--- src/glue_pkg.sv ---
package glue_pkg;

	// ------------------------------------------------------------
	// cpu side buses
	// ------------------------------------------------------------

	typedef logic [15:0] data_word_t;	// cpu and chip data word
	typedef logic [23:1] cpu_addr_t;	// word address, a0 is implied by the strobes

	// ------------------------------------------------------------
	// battery clock
	// ------------------------------------------------------------

	// one bcd digit or raw clock nibble
	typedef logic [3:0] bcd_digit_t;

	// 16 nibbles of time
	// nibble 0 holds seconds units and nibble 1 holds seconds tens
	typedef logic [63:0] rtc_time_t;

	// host word with the load flag in the top bit
	typedef logic [64:0] rtc_load_t;

	// ------------------------------------------------------------
	// reset sequencer
	// ------------------------------------------------------------

	typedef enum logic [1:0] {
		st_hold,	// reset forced by rst_n or rst_ext
		st_count,	// counting start-of-frame strobes
		st_run		// system released
	} reset_state_t;

endpackage

--- src/sys_reset_ctrl.sv ---
module sys_reset_ctrl
	import glue_pkg::*;
#(
	parameter int unsigned RESET_FRAMES = 8,	// frames of reset after rst_ext drops
	parameter bit          NTSC         = 1'b0	// video mode out of power-up
) (
	input  logic clk,
	input  logic rst_n,
	input  logic rst_ext,	// reset request from the host side
	input  logic sof,		// one-cycle start of frame strobe
	input  logic cpu_reset_in_n,	// cpu executing its own reset
	input  logic ntsc_cfg,
	output logic sys_reset,
	output logic rst_out,
	output logic cpu_reset_n,
	output logic ntsc
);

	localparam int unsigned cnt_w = (RESET_FRAMES > 1) ? $clog2(RESET_FRAMES) : 1;
	localparam logic [cnt_w-1:0] last_frame = cnt_w'(RESET_FRAMES - 1);

	reset_state_t     state;
	logic [cnt_w-1:0] frame_cnt;	// strobes seen in st_count
	logic             rst_sync;	// first stage of the cpu reset chain

	// ------------------------------------------------------------
	// frame counting fsm
	// ------------------------------------------------------------

	always_ff @(posedge clk) begin
		if (!rst_n || rst_ext) begin
			state     <= st_hold;
			frame_cnt <= '0;
		end else begin
			case (state)
				st_hold: begin
					state     <= st_count;	// rst_ext released
					frame_cnt <= '0;
				end
				st_count: begin
					if (sof) begin
						if (frame_cnt == last_frame)
							state <= st_run;	// last frame seen, let go
						else
							frame_cnt <= frame_cnt + 1'b1;
					end
				end
				st_run:  state <= st_run;	// stays until rst_ext
				default: state <= st_hold;
			endcase
		end
	end

	assign sys_reset = (state != st_run);
	assign rst_out   = sys_reset | ~cpu_reset_in_n;	// either side holds the chipset

	// two flops to the cpu reset pin
	always_ff @(posedge clk) begin
		if (!rst_n) begin
			rst_sync    <= 1'b0;
			cpu_reset_n <= 1'b0;
		end else begin
			rst_sync    <= ~sys_reset;
			cpu_reset_n <= rst_sync;
		end
	end

	// pal/ntsc only follows the config during reset
	always_ff @(posedge clk) begin
		if (!rst_n)
			ntsc <= NTSC;
		else if (rst_out)
			ntsc <= ntsc_cfg;
	end

endmodule

--- src/rtc_clock.sv ---
module rtc_clock
	import glue_pkg::*;
#(
	parameter int unsigned TICKS_PER_SEC = 28375160	// clk cycles in one second
) (
	input  logic       clk,
	input  logic       rst_n,
	input  rtc_load_t  rtc_load,	// host time, flag on top
	input  cpu_addr_t  cpu_addr,
	input  logic       sel_rtc,
	input  logic       rd,
	output data_word_t rtc_data
);

	localparam int unsigned tick_w = (TICKS_PER_SEC > 1) ? $clog2(TICKS_PER_SEC) : 1;
	localparam logic [tick_w-1:0] last_tick = tick_w'(TICKS_PER_SEC - 1);

	rtc_time_t         time_q;	// running clock register
	logic [tick_w-1:0] tick_cnt;	// one second divider
	logic              flag_q;	// last seen host flag
	logic              load;
	logic              sec_wrap;
	bcd_digit_t        sec_ones;
	bcd_digit_t        sec_tens;
	logic [3:0]        nib_sel;
	bcd_digit_t        rd_nibble;

	assign load     = flag_q ^ rtc_load[64];	// host toggled the flag
	assign sec_wrap = (tick_cnt == last_tick);
	assign sec_ones = time_q[3:0];
	assign sec_tens = time_q[7:4];

	always_ff @(posedge clk) begin
		if (!rst_n)
			flag_q <= 1'b0;
		else
			flag_q <= rtc_load[64];
	end

	// ------------------------------------------------------------
	// second divider
	// ------------------------------------------------------------

	always_ff @(posedge clk) begin
		if (!rst_n)
			tick_cnt <= '0;
		else if (load || sec_wrap)
			tick_cnt <= '0;	// a load restarts the second
		else
			tick_cnt <= tick_cnt + 1'b1;
	end

	// host load and bcd seconds
	always_ff @(posedge clk) begin
		if (!rst_n) begin
			time_q <= '0;
		end else if (load) begin
			time_q <= {rtc_load[63:8], 8'h00};	// seconds start from 00
		end else if (sec_wrap) begin
			if (sec_ones < 4'd9)
				time_q[3:0] <= sec_ones + 4'd1;
			else if (sec_tens < 4'd5)
				time_q[7:0] <= {sec_tens + 4'd1, 4'd0};	// carry into tens
			// 59 sticks until the host loads again
		end
	end

	// ------------------------------------------------------------
	// cpu read port
	// ------------------------------------------------------------

	assign nib_sel   = cpu_addr[5:2];
	assign rd_nibble = time_q[{nib_sel, 2'b00} +: 4];
	assign rtc_data  = (sel_rtc && rd) ? {12'h000, rd_nibble} : '0;	// quiet unless read

endmodule

--- src/cpu_bus_glue.sv ---
module cpu_bus_glue
	import glue_pkg::*;
(
	input  logic       clk,
	input  logic       rst_n,
	input  logic       cpu_reset_n,	// reset driven to the cpu
	input  logic       cpu_reset_in_n,	// reset instruction from the cpu
	input  logic       sel_cia_a,
	input  logic       hwr,
	input  logic       lwr,
	input  data_word_t gary_data,
	input  data_word_t cia_data,
	input  data_word_t rtc_data,
	output logic       ovl,	// kickstart overlay at address zero
	output data_word_t cpu_data
);

	logic cpu_in_reset;
	logic cia_a_write;

	assign cpu_in_reset = ~cpu_reset_n | ~cpu_reset_in_n;
	assign cia_a_write  = sel_cia_a & (hwr | lwr);	// either byte lane

	// ------------------------------------------------------------
	// overlay flag
	// ------------------------------------------------------------

	// rom mapped low on every reset
	// first cia-a access by kickstart maps chip ram back in
	always_ff @(posedge clk) begin
		if (!rst_n)
			ovl <= 1'b1;
		else if (cpu_in_reset)
			ovl <= 1'b1;	// set beats clear
		else if (cia_a_write)
			ovl <= 1'b0;
	end

	// ------------------------------------------------------------
	// read data merge
	// ------------------------------------------------------------

	// sources drive zero when not selected
	assign cpu_data = gary_data | cia_data | rtc_data;

endmodule

--- src/minimig_glue.sv ---
module minimig_glue
	import glue_pkg::*;
#(
	parameter int unsigned RESET_FRAMES  = 8,
	parameter int unsigned TICKS_PER_SEC = 28375160,
	parameter bit          NTSC          = 1'b0
) (
	input  logic       clk,
	input  logic       rst_n,
	// reset and video
	input  logic       rst_ext,
	input  logic       sof,
	input  logic       cpu_reset_in_n,
	input  logic       ntsc_cfg,
	// battery clock host word
	input  rtc_load_t  rtc_load,
	// cpu bus
	input  cpu_addr_t  cpu_addr,
	input  logic       sel_rtc,
	input  logic       sel_cia_a,
	input  logic       rd,
	input  logic       hwr,
	input  logic       lwr,
	input  data_word_t gary_data,	// memory side read data
	input  data_word_t cia_data,	// both cias, one per byte lane
	output logic       rst_out,
	output logic       cpu_reset_n,
	output logic       ntsc,
	output logic       ovl,
	output data_word_t cpu_data
);

	data_word_t rtc_data;	// clock nibble into the read merge

	// ------------------------------------------------------------
	// control
	// ------------------------------------------------------------

	sys_reset_ctrl #(
		.RESET_FRAMES (RESET_FRAMES),
		.NTSC         (NTSC)
	) u_reset (
		.clk            (clk),
		.rst_n          (rst_n),
		.rst_ext        (rst_ext),
		.sof            (sof),
		.cpu_reset_in_n (cpu_reset_in_n),
		.ntsc_cfg       (ntsc_cfg),
		.sys_reset      (),	// reaches the pins through rst_out
		.rst_out        (rst_out),
		.cpu_reset_n    (cpu_reset_n),
		.ntsc           (ntsc)
	);

	// ------------------------------------------------------------
	// datapath
	// ------------------------------------------------------------

	rtc_clock #(
		.TICKS_PER_SEC (TICKS_PER_SEC)
	) u_rtc (
		.clk      (clk),
		.rst_n    (rst_n),
		.rtc_load (rtc_load),
		.cpu_addr (cpu_addr),
		.sel_rtc  (sel_rtc),
		.rd       (rd),
		.rtc_data (rtc_data)
	);

	cpu_bus_glue u_bus (
		.clk            (clk),
		.rst_n          (rst_n),
		.cpu_reset_n    (cpu_reset_n),
		.cpu_reset_in_n (cpu_reset_in_n),
		.sel_cia_a      (sel_cia_a),
		.hwr            (hwr),
		.lwr            (lwr),
		.gary_data      (gary_data),
		.cia_data       (cia_data),
		.rtc_data       (rtc_data),
		.ovl            (ovl),
		.cpu_data       (cpu_data)
	);

endmodule

--- config.mk ---
export PLATFORM = sky130hd
export DESIGN_NAME = minimig_glue
export DESIGN_NICKNAME = d
export VERILOG_FILES = /design/src/glue_pkg.sv /design/src/sys_reset_ctrl.sv /design/src/rtc_clock.sv /design/src/cpu_bus_glue.sv /design/src/minimig_glue.sv
export SDC_FILE = /design/constraint.sdc
export NUM_CORES = 1
export LEC_CHECK = 0
export BUFFER_PORTS_ARGS = -buffer_cell sky130_fd_sc_hd__buf_2
export CORE_UTILIZATION = 38
export CTS_CLUSTER_SIZE = 20
export DETAILED_ROUTE_END_ITERATION = 8
export GPL_TIMING_DRIVEN = 1
export HOLD_SLACK_MARGIN = 0.12
export PLACE_DENSITY = 0.61
export SYNTH_ARGS = -nofsm -noshare
export SYNTH_HDL_FRONTEND = slang
export SYNTH_SLANG_ARGS = --single-unit
--- constraint.sdc ---
create_clock -name clk -period 5.1 [get_ports clk]
set_clock_uncertainty 0.15 [all_clocks]
set_input_delay 0.765 -clock clk [delete_from_list [all_inputs] [get_ports clk]]
set_output_delay 0.765 -clock clk [all_outputs]
set_load 0.005 [all_outputs]
=== Word level (Yosys, flattened, before mapping) ===
Index checks and enable logic that the tools add are counted.

* Add/subtract/negate cells: 4
* Multiply operators: 0
* Div/mod/pow operators: 0
* $lt $le $gt $ge: 2
* Equal/unequal tests: 8
* Shifts and indexed selects: 1
* Multiplexer cells: 9
* Bitwise gates (word level): 12
* Reductions and logical operators: 14

{| class="wikitable"
|+ Operators with widths
! kind !! count
|-
| 64-bit by 7-bit variable part select with 4-bit output || 1
|-
| 25-bit by 1-bit adder with 25-bit output (second input constant) || 1
|-
| 25-bit == test (second input constant) || 1
|-
| 16-bit OR || 1
|-
| 16-bit by 4-bit OR with 16-bit output || 1
|-
| 4-bit two-way mux || 3
|-
| 4-bit by 1-bit adder with 4-bit output (second input constant) || 2
|-
| 3-bit two-way mux || 2
|-
| 2-bit != test (second input constant) || 3
|-
| 2-bit case mux with 3 select lines || 1
|-
| 3-bit case mux with 2 select lines || 1
|-
| 3-bit AND reduction || 2
|-
| 2-bit OR reduction || 3
|-
| 1-bit NOT || 5
|-
| 4-bit by 3-bit < comparator with 1-bit output (second input constant) || 1
|-
| 4-bit < comparator (second input constant) || 1
|-
| 2-bit two-way mux || 2
|-
| 2-bit AND reduction || 2
|-
| 2-bit nonzero test || 2
|-
| 3-bit by 1-bit adder with 3-bit output (second input constant) || 1
|-
| 3-bit == test (second input constant) || 1
|-
| 1-bit OR || 3
|-
| 2-bit by 1-bit == test with 1-bit output (second input constant) || 1
|-
| 2-bit == test (second input constant) || 1
|-
| 7 further kinds || 8
|}

* Register bits: 99
* Bits in latches: 0
* Bits in writable memories: 0
* Bits in read-only memories: 0
* Word-level logic and storage cells: 61
* Memories kept: 0

=== Logic depth before layout (Yosys ltp) ===
Gate-level depths: netlist of run 1.

* Word-level depth: 4
* Gate-level depth with buffers: 6
* Depth with buffers taken out: 6

=== By module ===
A second synthesis of run 1 with hierarchy kept.

* Cells, all modules: 567
* Area, all modules: 4957.3 µm²

{| class="wikitable"
|+ By module, submodules not included
! module !! instances !! cells each !! area an instance (µm²) !! seq. area each (µm²)
|-
| rtc_clock || 1 || 500 || 4388.0 || 1801.7
|-
| sys_reset_ctrl || 1 || 47 || 431.7 || 160.2
|-
| cpu_bus_glue || 1 || 20 || 137.6 || 20.0
|}

=== Worst setup path before layout of run 1 ===
OpenSTA, ideal clock, no wires.

* Path kind: input to output
* From: input cpu_addr[1]
* To: output cpu_data[0]
* Arrival time: 2.036 ns
* Required time: 4.185 ns
* Path slack: 2.149 ns
* Stages on the path: 5
* Buffers on the path: 1
* Path through: buf_2 > mux4_2 > a311o_1 > a21oi_1 > o21ai_0

* Word-level cells in the longest chain between the ends: 3

{| class="wikitable"
|+ RTL lines
! element !! RTL line !! text
|-
| from (decl) || minimig_glue.sv:18 || <nowiki>input cpu_addr_t cpu_addr,</nowiki>
|-
| 64-bit by 7-bit variable part select with 4-bit output || rtc_clock.sv:73 || <nowiki>assign rd_nibble = time_q[{nib_sel, 2'b00} +: 4];</nowiki>
|-
| 4-bit two-way mux || rtc_clock.sv:74 || <nowiki>assign rtc_data = (sel_rtc && rd) ? {12'h000, rd_nibble} : '0;</nowiki>
|-
| 16-bit by 4-bit OR with 16-bit output || cpu_bus_glue.sv:44 || <nowiki>assign cpu_data = gary_data | cia_data | rtc_data;</nowiki>
|-
| to (decl) || minimig_glue.sv:30 || <nowiki>output data_word_t cpu_data</nowiki>
|}

No other way between the ends.

=== Final worst setup path of run 1 ===
Same ends and word-level chain as after synthesis.

==> run_results.csv, run 1 <==
group,metric,value,unit
critical_path,timing.rr.start,"u_rtc.tick_cnt[21]",
clock_network,cts_tree,"done",
placed_design,place_congestion,0.799,
timing,slew_viol_final,0,
power_and_ir_drop,pwr_density_cell,295,nW/um2
global_routing,grt_pass1_vias,4001,
critical_path,crit_path_end,"cpu_data[0]",
clock_network,clk_path_buf_depth,2,
layout,diodes,0,
timing,finalHoldViolCount,0,
critical_path,reg2reg_depth,4,
power_and_ir_drop,switching_power,449,uW
timing,rsz0062_at_grt,"false",
drt,remaining_drc_errors,0,
critical_path,cp_max_fo,17,
hold_path,hold_depth,1,
logic_synthesis,synth_ff_type,"dfxtp_1",
critical_path,crit_required,4.18,ns
timing,layout_min_cycle_time,3.44,ns
critical_path,reg2reg_to,"u_rtc.tick_cnt[23]",
power_and_ir_drop,p_int,1290,uW
clock_network,cts_setup_buffers,0,
clock_network,post_cts_resized,0,
clock_network,numCtsBuffers,9,
global_routing,grt_max_degree,65,
timing,finalCritPeriodShare,67.4,%
clock_network,cts.sinks,99,
layout,drive_above_1_share,26.8,%
critical_path,crit_path_start,"cpu_addr[1]",
timing,fmax,291,MHz
timing,finalSetupTns,0,ns
logic_synthesis,avgSynthCellArea,8.78,um2
drt,ant_nets,0,
timing,setup_viol,0,
layout,final_area,5900,um2
drt,drtPass1Iterations,5,
critical_path,cp-start-kind,"primary input",
floorplanning,core_area,12200,um2
clock_network,clkSlewWorstSetupHoldPaths,0.07,ns
power_and_ir_drop,p_leak,0.00229,uW
power_and_ir_drop,ir_drop,0.000227,V
timing,max_slew.worst_pin.slew,0.993,ns
logic_synthesis,ys_warn_count,0,
timing,holdWs,0.293,ns
clock_network,hold_buffers,0,
power_and_ir_drop,p_comb_share,11.3,%
logic_synthesis,synth-edff-count,0,
global_routing,track_usage,18.3,%
critical_path,critical_path_arrival,2.52,ns
logic_synthesis,synthCells,553,
layout,area_delta_synth_final,21.6,%
logic_synthesis,syn-num-nets,695,
floorplanning,boundaryPins,151,
placed_design,place_area,5590,um2
placed_design,hpwl,8290,um
logic_synthesis,synthArstFlopShare,0,%
clock_network,cts_max_level,3,
floorplanning,die_w,115,um
status,run_status,"complete, no violations",
drt,drt-wirelength-per-cell,13.9,um
drt,routed_wl,11500,um
floorplanning,rows,40,
layout,layout_commonest_cell,"nand2_1",
logic_synthesis,seq_area_frac_synth,40.8,%
power_and_ir_drop,swShare,25.7,%
power_and_ir_drop,p_clk_share,41.3,%
drt,vias,4274,
drt,drt_iter0_markers,237,
logic_synthesis,synth-seq-cells,99,
layout,layout_common_cells,"nand2_1, buf_2, dfxtp_1",
timing,max_slew_margin,33.8,%
power_and_ir_drop,pwr-share-seq,47.4,%
floorplanning,dieHeight,115,um
floorplanning,fp.dieArea,13200,um2
layout,finalNetCount,801,
critical_path,cp-end-kind,"primary output",
clock_network,clock_latency,0.35,ns
floorplanning,initial_core_util,39.8,%
placed_design,port_buffers,123,
global_routing,antenna_found_initial,0,
global_routing,grt-ovfl-total,0,
critical_path,criticalPathCategory,"primary input to primary output",
drt,vias_per_cell,5.14,
global_routing,grt_pass1_wl,18900,um
job,max_cap_viol_count,0,
logic_synthesis,yosysUniqueCellTypes,53,
logic_synthesis,netlist_area,4850,um2
clock_network,cts_root_buf,"clkbuf_16",
critical_path,ff2ff_setup_slack,2.56,ns
layout,num-fill-cells,1243,
hold_path,min_path_type,"register to register",
synthesized netlist by cell type (2+ instances only):
library cell / instances / area share [%]
buf_1: 4 / 0.31
mux4_2: 13 / 6.0
nand3b_1: 2 / 0.31
ha_1: 11 / 2.8
and3_1: 5 / 0.64
o32ai_1: 2 / 0.36
xnor2_1: 8 / 1.4
a311oi_1: 3 / 0.54
nor3_1: 8 / 0.82
dfxtp_1: 99 / 41
o31ai_1: 10 / 1.5
nor2b_1: 2 / 0.26
nor4bb_1: 2 / 0.41
a21boi_0: 58 / 9.0
xor2_1: 5 / 0.90
nand2b_1: 7 / 0.90
and4_1: 4 / 0.72
a21oi_1: 17 / 1.8
inv_1: 11 / 0.85
nand2_1: 136 / 11
o21ai_0: 6 / 0.62
and3b_1: 2 / 0.36
mux2i_1: 11 / 2.3
a22oi_1: 2 / 0.31
or3_1: 4 / 0.52
buf_6: 3 / 0.70
or4_4: 2 / 0.46
and2_1: 5 / 0.64
clkbuf_1: 20 / 1.5
o211ai_1: 3 / 0.46
a211o_1: 2 / 0.36
or4_1: 8 / 1.2
or4b_2: 2 / 0.41
nand4_1: 11 / 1.4
or2_2: 12 / 1.5
nor2_1: 17 / 1.3
nand3_1: 17 / 1.8
buf_2: 3 / 0.31
nor4b_1: 2 / 0.36
flip-flops by register name, summed over array words and instances, names as in the netlist:
register             cells
u_bus.ovl                1
u_reset.cpu_reset_n      1
u_reset.frame_cnt        3
u_reset.ntsc             1
u_reset.rst_sync         1
u_reset.state            2
u_rtc.flag_q             1
u_rtc.tick_cnt          25
u_rtc.time_q            64
through the flow:
| step | utilization [%] | instances | power (uW) | setup slack (ns) |
|---|---|---|---|---|
| global route | 48.3 | 832 | 1830 | 1.51 |
| CTS | 48.3 | 832 | 1770 | 1.62 |
| global placement | 45.7 | 816 | 1040 | 1.63 |
| detailed placement | 45.7 | 816 | 1040 | 1.63 |
| floorplan | - | 553 | 962 | 2.15 |
| finish | 48.3 | 832 | 1740 | 1.66 |
metal layers:
metal  share of wire (%)  global-route usage (%)  up-vias
met5                   0                       0        -
li1                    -                       -     2165
met3                 4.8                    5.22        9
met1                  45                    23.0     2004
met2                  49                    30.8       96
met4                 1.1                    5.02        0
worst min-delay path by stage:
stage                                   start                   to  slack (ns)
final                        u_reset.rst_sync  u_reset.cpu_reset_n        0.29
after global routing         u_reset.rst_sync  u_reset.cpu_reset_n        0.30
after CTS                    u_reset.rst_sync  u_reset.cpu_reset_n        0.29
after detailed placement  u_reset.cpu_reset_n            u_bus.ovl        0.27
after global placement       u_reset.rst_sync  u_reset.cpu_reset_n        0.27
after floorplan           u_reset.cpu_reset_n            u_bus.ovl        0.26
logic make-up (layout without fill, tap and decap cells):
kind of cell	Yosys count	count (layout)	share of synthesized area [%]
and+or+nand+nor	254	254	25.7
AOI/OAI and AO/OA	111	111	16.2
DFF	99	99	40.8
buffers and inverters	41	152	3.71
muxes	24	24	8.30
xor gates and xnor gates	13	13	2.35
adders and majority gates	11	11	2.84
worst max-delay path, stage by stage:
cell	delay, ns
buf_2	0.43
mux4_2	0.60
a311o_1	0.36
a21oi_1	0.12
o21ai_0	0.11
buf_2	0.14
layout make-up:
cell class / count / area [um2] / share of cell area (%)
clock buffers: 9 / 225 / 3.82
clock inverters: 7 / 91.3 / 1.55
inverters: 11 / 41.3 / 0.699
multi-input cells: 413 / 2720 / 46.1
flip-flops and latches: 99 / 1980 / 33.6
well taps: 168 / 210 / 3.56
repair buffers: 125 / 631 / 10.7
power groups by stage:
stage                     registers, uW  clock network, uW  logic [uW]
after floorplan                     839                  0         123
final                               827                719         197
after global placement              843                  0         194
after detailed placement            845                  0         198
after global routing                831                775         221
after CTS                           827                746         199
(Power assumes the default switching activity.)
==> run 2, diff against run 1 <==
- ABC_AREA: unset -> 1
- clock period: 5.1 -> 3.4 ns (I/O delays scaled with it)
==> run 2 against run 1 <==
  * First-iteration DRC count is 8.4% higher
  * Utilization is 1.4 points lower
  * Sequential share of layout area is 1.8 points lower
  * Power is 58% higher
  * Sequential power is 49% higher
  * Critical path type unchanged
  * Cell count is 27% higher
==> run_results.csv, run 2 <==
group,metric,value,unit
power_and_ir_drop,pwr_density_cell,440,nW/um2
critical_path,ff2ff_setup_slack,1.46,ns
critical_path,path_cells,"buf_2, inv_2, nand2_1, nand2_1, nand2_1, nand3_1, nand2_1, nand2_1, nand3_1, nand2_1, buf_2",
logic_synthesis,synth.largest_area_cell,"dfxtp_1",
global_routing,antenna_found_initial,0,
global_routing,grt_pass1_wl,21600,um
layout,final_area,6250,um2
critical_path,timing.rr.start,"u_rtc.tick_cnt[0]",
timing,rsz0062_at_grt,"false",
status,run_status,"complete, no violations",
drt,routed_wl,13000,um
placed_design,hpwl,9210,um
floorplanning,fp.dieArea,14200,um2
layout,diodes,0,
critical_path,crit_top_cell,"nand2_1",
floorplanning,die_w,119,um
critical_path,crit_path_max_incr_delay,0.40,ns
global_routing,track_usage,18.9,%
clock_network,clkSlewWorstSetupHoldPaths,0.07,ns
drt,ant_nets,0,
drt,vias_per_cell,4.83,
layout,regMostFlops,"u_rtc.time_q",
power_and_ir_drop,p_leak,0.00260,uW
job,max_cap_viol_count,0,
clock_network,post_cts_resized,0,
logic_synthesis,yosys-top-cells-count,"nand2_1, dfxtp_1, nand3_1",
floorplanning,dieHeight,119,um
timing,fmax,394,MHz
logic_synthesis,seq_area_frac_synth,38.1,%
critical_path,crit_required,2.74,ns
layout,stdcell_count,1053,
hold_path,hold_start,"cpu_reset_in_n",
logic_synthesis,ys_warn_count,0,
logic_synthesis,synth.most_common_cell,"nand2_1",
drt,drt-wirelength-per-cell,12.4,um
floorplanning,boundaryPins,151,
logic_synthesis,synth_ff_type,"dfxtp_1",
clock_network,cts_tree,"done",
drt,drt_iter0_markers,257,
hold_path,hold_depth,2,
placed_design,port_buffers,123,
timing,max_slew_margin,57.8,%
clock_network,cts_setup_buffers,0,
timing,layout_min_cycle_time,2.54,ns
placed_design,place_congestion,0.889,
timing,slew_viol_final,0,
hold_path,min_path_type,"primary input to register",
placed_design,dp.cells,1037,
drt,remaining_drc_errors,0,
logic_synthesis,synth_area_leaders,"dfxtp_1, nand2_1, nand3_1, a21oi_1, nor2_1",
timing,finalSetupTns,0,ns
critical_path,cp-start-kind,"primary input",
power_and_ir_drop,ir_drop,0.000278,V
timing,finalHoldViolCount,0,
placed_design,place_area,5890,um2
clock_network,hold_buffers,0,
logic_synthesis,synth-edff-count,0,
logic_synthesis,syn-num-nets,911,
floorplanning,rows,42,
drt,vias,5086,
logic_synthesis,synth-seq-cells,99,
logic_synthesis,synthArstFlopShare,0,%
timing,finalCritPeriodShare,74.7,%
logic_synthesis,avgSynthCellArea,6.77,um2
critical_path,crit_path_top_delay_cell,"inv_2",
timing,setup_viol,0,
floorplanning,core_area,13300,um2
layout,layout_common_cells,"nand2_1, buf_2, dfxtp_1",
global_routing,grt_max_degree,59,
layout,area_delta_synth_final,20.0,%
clock_network,cts_max_level,3,
power_and_ir_drop,fin_total_pwr,2750,uW
clock_network,cts.sinks,99,
logic_synthesis,yosysUniqueCellTypes,33,
global_routing,grt_pass1_vias,4598,
critical_path,cp_max_fo,28,
critical_path,reg2reg_to,"u_rtc.tick_cnt[8]",
critical_path,reg2reg_depth,6,
timing,max_slew.worst_pin.slew,0.634,ns
critical_path,criticalPathCategory,"primary input to primary output",
layout,finalNetCount,1014,
drt,drtPass1Iterations,5,
critical_path,critical_path_arrival,1.88,ns
clock_network,numCtsBuffers,9,
logic_synthesis,netlist_area,5200,um2
clock_network,clock_latency,0.35,ns
logic_synthesis,synth.top_cell.area_share,38.1,%
logic_synthesis,synthCells,769,
global_routing,grt-ovfl-total,0,
floorplanning,initial_core_util,39.1,%
clock_network,clk_path_buf_depth,2,
hold_path,min_to,"u_bus.ovl",
critical_path,cp-end-kind,"primary output",
layout,largest_register_ffs,64,
clock_network,cts_root_buf,"clkbuf_16",
layout,reg_top3,"u_rtc.time_q: 64 flops, u_rtc.tick_cnt: 25 flops, u_reset.frame_cnt: 3 flops",
layout,layout_commonest_cell,"nand2_1",
layout,drive_above_1_share,22.6,%
run 2: cell count changes in the layout (fill, tap and decap cells not counted), sizes merged, moves of 36 or more:
cell / previous run / this run
nand3: 18 / 100
inv: 15 / 51
a21boi: 58 / 0
nor2: 17 / 90
a21oi: 17 / 80
nand2: 136 / 229
run 2: cells by family (layout without fill, tap and decap cells):
kind of cell             Yosys count  count (layout)  share of synthesized area, %
AND/OR/NAND/NOR                  454             454                          39.3
AO/OA/AOI/OAI                    105             105                          10.2
XOR/XNOR                          14              14                          2.36
adder cells (fa/ha/maj)           11              11                          2.64
buffers and inverters             86             194                          7.40
flip-flops                        99              99                          38.1
run 2: area by class of cell:
cell class | instances | area [um2]
clock buffers | 9 | 225
clock inverters | 7 | 133
fillers | 1444 | 7050
inverters | 49 | 184
multi-input cells | 584 | 2840
flip-flops and latches | 99 | 1980
well taps | 176 | 220
repair buffers | 129 | 661
run 2: power by group:
group,internal [uW],switching (uW)
combinational,124,179
clock,736,479
sequential,1210,23.8
total,2070,682
run 2: worst max path at each step:
stage / start / slack [ns] / endpoint
2_1_floorplan: cpu_addr[1] / 1.35 / cpu_data[3]
3_3_place_gp: cpu_addr[1] / 0.81 / cpu_data[3]
3_5_place_dp: cpu_addr[1] / 0.82 / cpu_data[0]
4_1_cts: cpu_addr[1] / 0.83 / cpu_data[2]
5_1_grt: cpu_addr[1] / 0.66 / cpu_data[1]
6_report: cpu_addr[1] / 0.86 / cpu_data[2]
run 2: critical path, delay by kind of cell:
kind / cells / cell delay, ns
AND/OR/NAND/NOR: 8 / 0.65
buffers and inverters: 3 / 0.70
run 2: per-stage QoR:
step	util [%]	setup slack [ns]	hold slack (ns)
6_report	47.0	0.861	0.225
5_1_grt	47.0	0.657	0.232
4_1_cts	47.0	0.826	0.211
3_5_place_dp	44.3	0.819	0.250
3_3_place_gp	44.3	0.811	0.242
2_1_floorplan	-	1.35	0.240
run 2: layer usage:
metal / vias up / wire length [um] / global-route usage [%] / part of all wire (%)
met2: 118 / 5860 / 29.5 / 45
met4: 0 / 168 / 5.38 / 1.3
met3: 13 / 624 / 4.12 / 4.8
li1: 2692 / - / - / -
met1: 2263 / 6360 / 26.0 / 49
met5: - / 0 / 0 / 0
